[src/logic/mips_macros.svh]
`ifndef MIPS_MACROS_SVH
`define MIPS_MACROS_SVH

////////////////////
// datapath widths
////////////////////

`define MIPS_WORD_W 32      // data word
`define MIPS_PC_W 8         // byte address of the program counter

////////////////////
// storage depths
////////////////////

`define MIPS_IMEM_WORDS 64  // instruction words
`define MIPS_DMEM_WORDS 64  // data words
`define MIPS_REG_COUNT 32   // general registers

`endif

[src/logic/mips_pkg.sv]
package mips_pkg;

    `include "mips_macros.svh"

    typedef logic [`MIPS_WORD_W-1:0] word_t;
    typedef logic [`MIPS_PC_W-1:0] pc_t;
    typedef logic [4:0] reg_addr_t;
    typedef logic [15:0] imm_t;

    typedef enum logic [5:0] {
        OP_RTYPE = 6'b000000,
        OP_J     = 6'b000010,
        OP_BEQ   = 6'b000100,
        OP_BNE   = 6'b000101,
        OP_ADDI  = 6'b001000,
        OP_SLTI  = 6'b001010,
        OP_ANDI  = 6'b001100,
        OP_ORI   = 6'b001101,
        OP_LUI   = 6'b001111,
        OP_LW    = 6'b100011,
        OP_SW    = 6'b101011
    } opcode_e;

    typedef enum logic [5:0] {
        FN_ADD = 6'b100000,
        FN_SUB = 6'b100010,
        FN_AND = 6'b100100,
        FN_OR  = 6'b100101,
        FN_NOR = 6'b100111,
        FN_SLT = 6'b101010
    } funct_e;

    typedef enum logic [2:0] {
        ALU_ADD, ALU_SUB, ALU_AND, ALU_OR, ALU_NOR, ALU_SLT, ALU_LUI
    } alu_op_e;

    typedef enum logic {
        FETCH_IDLE, FETCH_BUSY
    } fetch_state_e;

endpackage

[src/logic/fetch_stage.sv]
`timescale 1ns/1ns
`include "mips_macros.svh"

module fetch_stage (
    input  logic                                clk,
    input  logic                                reset,
    input  logic                                run,
    input  logic                                imem_we,
    input  logic [$clog2(`MIPS_IMEM_WORDS)-1:0] imem_addr,
    input  mips_pkg::word_t                     imem_wdata,
    input  logic                                redirect_en,
    input  mips_pkg::pc_t                       redirect_pc,
    input  logic                                retire,
    output logic                                dec_valid,
    output mips_pkg::word_t                     instr,
    output mips_pkg::pc_t                       pc,
    output mips_pkg::pc_t                       pc_plus4
);
    import mips_pkg::*;

    localparam int IDX_W = $clog2(`MIPS_IMEM_WORDS);
    localparam pc_t PC_STEP = pc_t'(4);

    word_t        imem [`MIPS_IMEM_WORDS];
    pc_t          pc_q;     // next fetch address
    fetch_state_e state;
    logic         issue;

    assign issue = run && (state == FETCH_IDLE);

    ////////////////////
    // issue control
    ////////////////////

    always_ff @(posedge clk)
    begin
        if (reset)
        begin
            state     <= FETCH_IDLE;
            pc_q      <= '0;
            pc        <= '0;
            dec_valid <= 1'b0;
        end
        else
        begin
            dec_valid <= issue;
            case (state)
                FETCH_IDLE: if (issue) state <= FETCH_BUSY;
                FETCH_BUSY: if (retire) state <= FETCH_IDLE;
                default:    state <= FETCH_IDLE;
            endcase
            if (issue)
                pc <= pc_q;
            if (redirect_en)
                pc_q <= redirect_pc;    // taken branch or jump
            else if (issue)
                pc_q <= pc_q + PC_STEP;
        end
    end

    ////////////////////
    // instruction memory
    ////////////////////

    always_ff @(posedge clk)
    begin
        if (imem_we)
            imem[imem_addr] <= imem_wdata;  // load port
        if (issue)
        begin
            instr    <= imem[pc_q[IDX_W+1:2]];
            pc_plus4 <= pc_q + PC_STEP;
        end
    end

endmodule

[config.mk]
export PLATFORM = sky130hd
export DESIGN_NAME = fetch_stage
export DESIGN_NICKNAME = d
export VERILOG_FILES = /design/src/logic/mips_pkg.sv /design/src/logic/fetch_stage.sv
export VERILOG_INCLUDE_DIRS = /design/src /design/src/logic
export SDC_FILE = /design/constraint.sdc
export NUM_CORES = 2
export LEC_CHECK = 0
export BUFFER_PORTS_ARGS = -buffer_cell sky130_fd_sc_hd__buf_2
export CAP_MARGIN = 25
export CORE_AREA = 3 3 427 429
export CTS_CLUSTER_DIAMETER = 30
export CTS_CLUSTER_SIZE = 40
export DETAILED_ROUTE_END_ITERATION = 10
export DIE_AREA = 0 0 430 432
export GPL_TIMING_DRIVEN = 0
export PLACE_DENSITY = 0.72
export SETUP_SLACK_MARGIN = 0.3
export SLEW_MARGIN = 20
export SYNTH_ARGS = -nofsm -noshare
export SYNTH_HDL_FRONTEND = slang
export SYNTH_SLANG_ARGS = --single-unit
[constraint.sdc]
create_clock -name clk -period 3.2 [get_ports clk]
set_input_delay 0.32 -clock clk [delete_from_list [all_inputs] [get_ports clk]]
set_output_delay 0.32 -clock clk [all_outputs]
set_load 0.01 [all_outputs]
==> results.tsv <==
metric	value	unit
skew	0.0994	ns
fin_nets	4324	
ys_ff_latch	2106	
drc	0	
rsz0062_at_grt	yes	
timing.final.ws_setup	-0.452	ns
async_reset_ff_share	0	%
syn2layout_area_growth	29.5	%
synth_cells	3525	
internal_power	59.8	mW
timing.slew.headroom	13.7	%
core_area	179000	um2
synth_top_area_cell	edfxtp_1	
antenna_found_initial	29	
design_area	104000	um2
hold_class	primary input to flip-flop	
synth.top_cells.by_count	edfxtp_1 (2088), mux4_2 (492), mux2i_1 (184)	
multiInputGateArea	17700	um2
worstSetupPathType	flip-flop to flip-flop	
leakage	33.5	nW
fillers	11600	
violations	negative setup slack	
grt_start_max_net_pins	65	
synth-seq-area-share	78.4	%
grt_usage	31.0	%
critPathArrivalTime	4.26	ns
clockBufferDepth	4	
run_status	finished with violations	
via_per_inst	6.76	
regArea	63100	um2
cts_tree	done	
num_vias	47000	
ys.flop_type	edfxtp_1	
die_h	432	um
ioPinCount	101	
drt_wl_total	291000	um
port-buffer-count	93	
yosys_warnings	0	
yosysTopAreaCellShare	78.0	%
cp_max_fo	10	
dpl.hpwl	169000	um
netlist_area	80400	um2
tightest_slew	1.29	ns
max_freq	0.274	GHz
cts_buffers	380	
combPwrFrac	6.6	%
synth_edf_count	2088	
drive_gt1_share	39.6	%
max_cap_violations	0	
hold_viol_final	0	
placed_area	87500	um2
r2r_setup_slack	-0.45	ns
setup_violations	21	
die_w	430	um
cp-end-kind	flip-flop	
holdWs	0.00861	ns
synth.distinct_cells	53	
vdd.ir_drop.worst	0.000747	V
synth_area_per_cell	22.8	um2
clkPwrFrac	53.7	%
cp_slowest_cell	o211ai_1	
dieArea	186000	um2
path_cells	buf_8, buf_12, buf_16, buf_12, buf_4, buf_8, mux4_2, o211ai_1, o31ai_1	
synth.area.top_cells	edfxtp_1 (78%), mux4_2 (14%), mux2i_1 (2.3%)	
rows	155	
grt_pass1_wl	388000	um
p_sw_share	22.8	%
dr.first_iter.drc_count	9732	
ant_nets	0	
cts.sinks	2106	
htree_num_levels	5	
p_total	77.5	mW
report.final.slew_viol_count	0	
yosys.cell_count.top_type	edfxtp_1	
clock_latency	0.97	ns
p_switching	17.7	mW
gp_congestion	0.983	
min_period	3.65	ns
worstSetupStartpointType	flip-flop	
syn_nets	3578	
cts.clk_slew.worst_paths	0.06	ns
routedWlPerCell	41.9	um
p_per_area	744	nW/um2
cp.required	3.81	ns
grt_pass1_vias	46300	
slowest_delay	1.00	ns
min_period_over_period	114	%
grt_overflow	0	
pwr-share-seq	39.7	%
drt_pass1_iterations	9	
clock_tree.root_cell	clkbuf_16	
initial_core_util	45.0	%
==> path summary, 6_finish.rpt <==
check,from,to,cells after the start
max,pc_q[4],instr[22],9
min,imem_wdata[18],imem[52][18],1
max reg2reg,pc_q[4],instr[22],9
min reg2reg,pc[6],pc[6],2
==> per-stage QoR <==
stage / util (%) / cells / TNS, ns / worst slack (ns)
2_1_floorplan: - / 3525 / 0 / 0.228
3_3_place_gp: 46.9 / 5973 / -3541.92 / -2.22
3_5_place_dp: 49.0 / 6110 / -33.93 / -1.43
4_1_cts: 57.6 / 6855 / -0.679 / -0.110
5_1_grt: 58.3 / 6930 / -2.37 / -0.270
6_report: 58.3 / 6944 / -4.01 / -0.452
==> cell families after synthesis <==
family,Yosys count,share of synthesized area [%]
DFF,2106,78.4
buffers and inverters,205,1.37
and+or+nand+nor,251,1.32
AOI/OAI and AO/OA,243,2.24
muxes,711,16.6
adders and majority gates,1,0.0156
xor gates and xnor gates,8,0.0871
==> sequential cells by signal, indices dropped and copies added (netlist names) <==
| register | flops |
|---|---|
| pc | 8 |
| imem | 2048 |
| instr | 32 |
| state | 1 |
| dec_valid | 1 |
| pc_plus4 | 8 |
| pc_q | 8 |
==> layer usage <==
layer	up-vias	wire length, um	global-route usage (%)	share of wire, %
met4	24	27100	23.3	9.3
met3	1361	47400	14.8	16
met5	-	957	1.04	0.33
met2	5081	128000	45.1	44
li1	16700	-	-	-
met1	23800	87600	35.5	30
==> critical path: cells and delay by family (launching register included) <==
kind	cells	cell delay [ns]
buffers and inverters	6	1.25
AOI/OAI and AO/OA	2	1.17
DFF	1	0.41
muxes	1	0.41
==> cells in the final DEF, fill, tap and decap left out, types with 29 or more instances in the layout <==
cell,Yosys,routed
o22ai_1,38,30
mux2_2,35,35
nand2_1,66,63
clkbuf_1,64,59
buf_4,34,114
inv_6,0,36
buf_12,0,92
clkinv_4,0,37
edfxtp_1,2088,2088
mux4_2,492,492
bufinv_16,0,64
buf_8,0,29
buf_2,71,79
buf_16,0,81
clkbuf_16,0,387
a21oi_1,31,30
mux2i_1,184,175
nor2_4,0,70
buf_6,15,62
dlygate4sd3_1,0,39
clkinv_1,1,36
nor2_1,135,56
clkinvlp_4,0,40
clkinv_2,0,38
==> layout make-up <==
class | instances | share of cell area [%]
diodes | 20 | 0.0480
repair buffers | 365 | 4.85
clock inverters | 255 | 3.13
well taps | 2355 | 2.83
clock buffers | 425 | 9.42
inverters | 5 | 0.0252
plain buffers | 199 | 2.12
flip-flops and latches | 2106 | 60.5
multi-input cells | 1214 | 17.0
==> power by group through the flow <==
stage | logic [mW] | registers (mW) | clock network (mW)
floorplan | 1.91 | 31.3 | 0
global placement | 3.76 | 31.3 | 0
global route | 5.10 | 30.7 | 42.8
finish | 5.14 | 30.7 | 41.6
detailed placement | 3.96 | 31.3 | 0
CTS | 4.53 | 30.7 | 41.4
==> timing repair <==
action | 4_1_cts | 5_1_grt
gates cloned | 2 | 1
pin swaps | 17 | 34
setup buffers | 36 | 54
hold buffers | 28 | 11
endpoints found under the setup margin | 44 | 34
resized for setup | 439 | 128
endpoints found under the hold margin | 289 | 341
(Power assumes the default switching activity.)
