File: config.mk
export PLATFORM = sky130hd
export DESIGN_NAME = execute_stage
export DESIGN_NICKNAME = d
export VERILOG_FILES = /design/src/logic/mips_pkg.sv /design/src/logic/execute_stage.sv
export VERILOG_INCLUDE_DIRS = /design/src /design/src/logic
export SDC_FILE = /design/constraint.sdc
export NUM_CORES = 1
export LEC_CHECK = 0
export BUFFER_PORTS_ARGS = -buffer_cell sky130_fd_sc_hd__buf_2
export CORE_MARGIN = 5
export CORE_UTILIZATION = 40
export CTS_CLUSTER_DIAMETER = 40
export DETAILED_ROUTE_END_ITERATION = 10
export PLACE_DENSITY = 0.67
export RECOVER_POWER = 25
export SETUP_SLACK_MARGIN = 0.1
export SKIP_CTS_REPAIR_TIMING = 1
export SLEW_MARGIN = 25
export SYNTH_ARGS = -nofsm -noshare
export SYNTH_HDL_FRONTEND = slang
export SYNTH_SLANG_ARGS = --single-unit
File: constraint.sdc
create_clock -name clk -period 10.55 [get_ports clk]
set_input_delay 2.11 -clock clk [delete_from_list [all_inputs] [get_ports clk]]
set_output_delay 2.11 -clock clk [all_outputs]
set_load 0.005 [all_outputs]
File: src/logic/mips_macros.svh
`ifndef MIPS_MACROS_SVH
`define MIPS_MACROS_SVH

////////////////////
// datapath widths
////////////////////

`define MIPS_WORD_W 32      // data word
`define MIPS_PC_W 8         // byte address of the program counter

////////////////////
// storage depths
////////////////////

`define MIPS_IMEM_WORDS 64  // instruction words
`define MIPS_DMEM_WORDS 64  // data words
`define MIPS_REG_COUNT 32   // general registers

`endif

File: src/logic/mips_pkg.sv
package mips_pkg;

    `include "mips_macros.svh"

    typedef logic [`MIPS_WORD_W-1:0] word_t;
    typedef logic [`MIPS_PC_W-1:0] pc_t;
    typedef logic [4:0] reg_addr_t;
    typedef logic [15:0] imm_t;

    typedef enum logic [5:0] {
        OP_RTYPE = 6'b000000,
        OP_J     = 6'b000010,
        OP_BEQ   = 6'b000100,
        OP_BNE   = 6'b000101,
        OP_ADDI  = 6'b001000,
        OP_SLTI  = 6'b001010,
        OP_ANDI  = 6'b001100,
        OP_ORI   = 6'b001101,
        OP_LUI   = 6'b001111,
        OP_LW    = 6'b100011,
        OP_SW    = 6'b101011
    } opcode_e;

    typedef enum logic [5:0] {
        FN_ADD = 6'b100000,
        FN_SUB = 6'b100010,
        FN_AND = 6'b100100,
        FN_OR  = 6'b100101,
        FN_NOR = 6'b100111,
        FN_SLT = 6'b101010
    } funct_e;

    typedef enum logic [2:0] {
        ALU_ADD, ALU_SUB, ALU_AND, ALU_OR, ALU_NOR, ALU_SLT, ALU_LUI
    } alu_op_e;

    typedef enum logic {
        FETCH_IDLE, FETCH_BUSY
    } fetch_state_e;

endpackage

File: src/logic/execute_stage.sv
`timescale 1ns/1ns

module execute_stage (
    input  logic                clk,
    input  logic                reset,
    input  logic                ex_valid,
    input  mips_pkg::alu_op_e   alu_op,
    input  logic                use_imm,
    input  logic                reg_write,
    input  logic                mem_read,
    input  logic                mem_write,
    input  logic                is_beq,
    input  logic                is_bne,
    input  logic                is_jump,
    input  logic                ovf_check,
    input  mips_pkg::word_t     rs_val,
    input  mips_pkg::word_t     rt_val,
    input  mips_pkg::word_t     imm_ext,
    input  mips_pkg::reg_addr_t dest_reg,
    input  mips_pkg::pc_t       pc,
    input  mips_pkg::pc_t       pc_plus4,
    input  mips_pkg::pc_t       jump_pc,
    output logic                mem_valid,
    output mips_pkg::word_t     result,
    output mips_pkg::word_t     store_data,
    output mips_pkg::reg_addr_t mem_dest,
    output logic                mem_reg_write,
    output logic                mem_read_q,
    output logic                mem_write_q,
    output logic                overflow_q,
    output mips_pkg::pc_t       mem_pc,
    output logic                redirect_en,
    output mips_pkg::pc_t       redirect_pc
);
    import mips_pkg::*;

    word_t op_b, addend, sum, alu_res;
    logic  is_sub, ovf_raw, taken;
    pc_t   branch_pc;

    assign op_b    = use_imm ? imm_ext : rt_val;
    assign is_sub  = (alu_op == ALU_SUB);
    assign addend  = is_sub ? ~op_b : op_b;
    assign sum     = rs_val + addend + word_t'(is_sub);  // also lw/sw address
    assign ovf_raw = (rs_val[31] == addend[31]) && (sum[31] != rs_val[31]);

    always_comb
    begin
        case (alu_op)
            ALU_AND: alu_res = rs_val & op_b;
            ALU_OR:  alu_res = rs_val | op_b;
            ALU_NOR: alu_res = ~(rs_val | op_b);
            ALU_SLT: alu_res = word_t'($signed(rs_val) < $signed(op_b));
            ALU_LUI: alu_res = {op_b[15:0], 16'b0};
            default: alu_res = sum;     // add and sub
        endcase
    end

    assign taken     = (is_beq && rs_val == rt_val) || (is_bne && rs_val != rt_val);
    assign branch_pc = pc_plus4 + {imm_ext[5:0], 2'b00};

    always_ff @(posedge clk)
    begin
        if (reset)
        begin
            mem_valid   <= 1'b0;
            redirect_en <= 1'b0;
            {mem_reg_write, mem_read_q, mem_write_q, overflow_q} <= 4'b0000;
        end
        else
        begin
            mem_valid   <= ex_valid;
            redirect_en <= ex_valid && (taken || is_jump);  // pulse with mem_valid
            if (ex_valid)
                {mem_reg_write, mem_read_q, mem_write_q, overflow_q} <=
                    {reg_write, mem_read, mem_write, ovf_check && ovf_raw};
        end
    end

    always_ff @(posedge clk)
    begin
        if (ex_valid)
        begin
            result      <= alu_res;
            store_data  <= rt_val;
            mem_dest    <= dest_reg;
            mem_pc      <= pc;
            redirect_pc <= is_jump ? jump_pc : branch_pc;
        end
    end

endmodule

==> results.md <==
- Run status: finished, violations left
- Violated checks: max-capacitance violations, max-slew violations
- Worst Hold Class: reg -> reg
- Yosys top cell area share: 0.294
- H-tree levels: 3
- Max Used Layer: met4
- Clk slew on worst S/H paths: 0.08 ns
- Post-synth cell types: between 60 and 70
- Largest net degree at the start of global routing: 64
- Fin nets: 1408
- Post-synth EDFFs: between 80 and 90
- TritonCTS Sinks: 91
- Worst setup margin: approximately 4.4 ns
- Final TNS setup: 0 ns
- Final Hold Vio Count: 0
- GRT Residual Overflow: 0
- Critical path peak fanout: 53
- Post-Syn Nets: between 1000 and 1500
- Hold_sp: overflow_q$_SDFFE_PP0P_
- Setup-failing EPs final: 0
- Routed wl met3: around 2.5 mm
- Routed Wire Length: ~29 mm
- Seq/Total Area, Yosys: 0.308
- Initial core utilization: 0.410
- GPL Wtd Cong: 1.01
- Tcrit/Tclk final: 0.586
- Clock Skews: 0 ns
- Vias in the first global route: 7548
- Yosys warns: 0
- Drt drc: 0
- Worst hold path depth: 1
- Synthesized area: 8670 um2
- Final std cells w/o fill: 1417
- R2R Path Start: overflow_q$_SDFFE_PP0P_
- Slew margin rel.: -0.229
- Vias: 7865
- Max Cap Viol: 1
- Detailed Place HPWL: 22.6 mm
- Req. time, crit path: 10.75 ns
- Lkg Pwr: 4.85 nW
- CTS buffer count: 9
- Post-layout util: 0.490
- Antenna Nets Post-Route: 0
- Clock buffer depth: 2
- Commonest non-fill, non-tap cell in the layout: buf_2
- RSZ-0062 raised after global routing: no
- Most frequent cells in the layout: buf_2 (196), ha_1 (130), inv_1 (94), edfxtp_1 (85), a21oi_1 (82)
- M1 WL: 12.3 mm
- Wire per inst: 20.3 um
- Core ar.: 21200 um2
- Syn Area/Cell: 9.37 um2
- Clock root buffer: clkbuf_16
- Num ports: 230
- Iter 0 DRT Violations: 619
- DP Cell Count: 1401
- Pre-antenna DRT Iters: 5
- Row count: 53
- Worst-Margin Slew: 1.84 ns
- Global Route Usage Sum: 0.223
- Die Height: 157 um
- Area leader, netlist: edfxtp_1
- Worst setup EP type: flop
- Max frequency: roughly 0.16 GHz
- DIE AREA: 24700 um2
- CP Launch Point: alu_op[0]
- TritonCTS clock tree: yes
- Syn-to-layout area delta: 19.6%
- #FFs+latches synth: 91
- Critical path type: in -> reg
- Vias/cell: 5.55
- Max VDD drop: around 0.076 mV
- Met2 wire length: ~13 mm
- Layout cells sized above 1: 0.208
- Arr. time, crit path: 6.39 ns
- Async S/R FF share, synth: 0
- Worst r2r path cells: 1
- Cells after Synth: 925
- CP Launch Type: input pin
- Pre-CTS WS: slightly above 4 ns
- Die span in x: 157 um
- Buffers on Ports: around 230
- Synth top area cells: edfxtp_1 (29%), ha_1 (19%), mux2i_1 (5.2%), a21oi_1 (4.7%), xnor2_1 (4.5%)
- Ant. Diodes: 0
- Global-route wire length before repair: 42.9 mm
- Final min period: ~6 ns
- Ys flop type: edfxtp_1
- Fin. max-slew vios: 29
- Setup slack, reg-to-reg: 9.89 ns
- Cell area power density: around 120 nW/um2
- Skew-Pair Late Insertion Delay: approximately 0.36 ns
- Initial antenna violation count: 0
layout make-up:
cell class,instances,area (um2)
well taps,275,344
clock buffers,9,225
inverters,96,360
repair buffers,239,1180
clock inverters,7,96.3
fillers,2025,10800
multi-input cells,700,5490
flip-flops and latches,91,2670
worst paths after layout:
check                                               end
worst max-delay path               result[30]$_DFFE_PP_
worst min-delay path            overflow_q$_SDFFE_PP0P_
worst max register to register  overflow_q$_SDFFE_PP0P_
worst min register to register  overflow_q$_SDFFE_PP0P_
metal layers:
layer,track usage,vias to the layer above
met2,0.370,371
li1,-,3760
met4,0.0688,0
met1,0.303,3696
met5,0,-
met3,0.0308,38
synth_stat cells, drive strengths merged (9+ instances only):
library cell and count:
a22oi 14, nor4 9, nand4 10, inv 96
a211oi 9, ha 130, clkbuf 28, a21o 19
nand2 37, nand2b 9, nand3 12, xor2 45
xnor2 45, nor2 62, o21ai 47, mux2i 46
buf 10, edfxtp 85, a21oi 83, nor3 10
a221oi 15
report_power, final:
part / total (mW) / internal, mW / switching, mW
logic: 0.478 / 0.192 / 0.286
registers: 0.450 / 0.440 / 0.0100
clock network: 0.359 / 0.192 / 0.167
cells by family after synthesis:
group	synth area share
compound gates	0.184
xor+xnor	0.0909
fa+ha+maj	0.192
buf+inv	0.0595
flops	0.308
mux	0.0637
simple gates	0.101
per-stage QoR:
| step | hold slack, ns | area (um2) | power, mW |
|---|---|---|---|
| finish | 0.469 | 10400 | 1.29 |
| global route | 0.491 | 10400 | 1.36 |
| CTS | 0.468 | 10400 | 1.30 |
| detailed placement | 0.449 | 10100 | 0.931 |
| global placement | 0.445 | 10100 | 0.926 |
| floorplan | 0.461 | 8670 | 0.752 |
worst max-delay path, stage by stage:
cell and delay, ns:
buf_2 0.08, buf_4 0.50, nor3b_4 0.63, buf_4 0.50
xnor2_1 0.20, fa_1 0.49, a21oi_1 0.22, o211ai_1 0.13
nand3b_1 0.17, o21ai_1 0.18, a211oi_1 0.40, o31ai_1 0.17
or4_1 0.48, o211ai_1 0.10
sequential cells by signal, summed over array words and instances, names as in the netlist:
name	flops
mem_read_q	1
result	32
overflow_q	1
mem_reg_write	1
redirect_pc	8
mem_write_q	1
mem_valid	1
store_data	32
redirect_en	1
mem_pc	8
mem_dest	5
No activity file was read; power rests on OpenSTA's default activity.
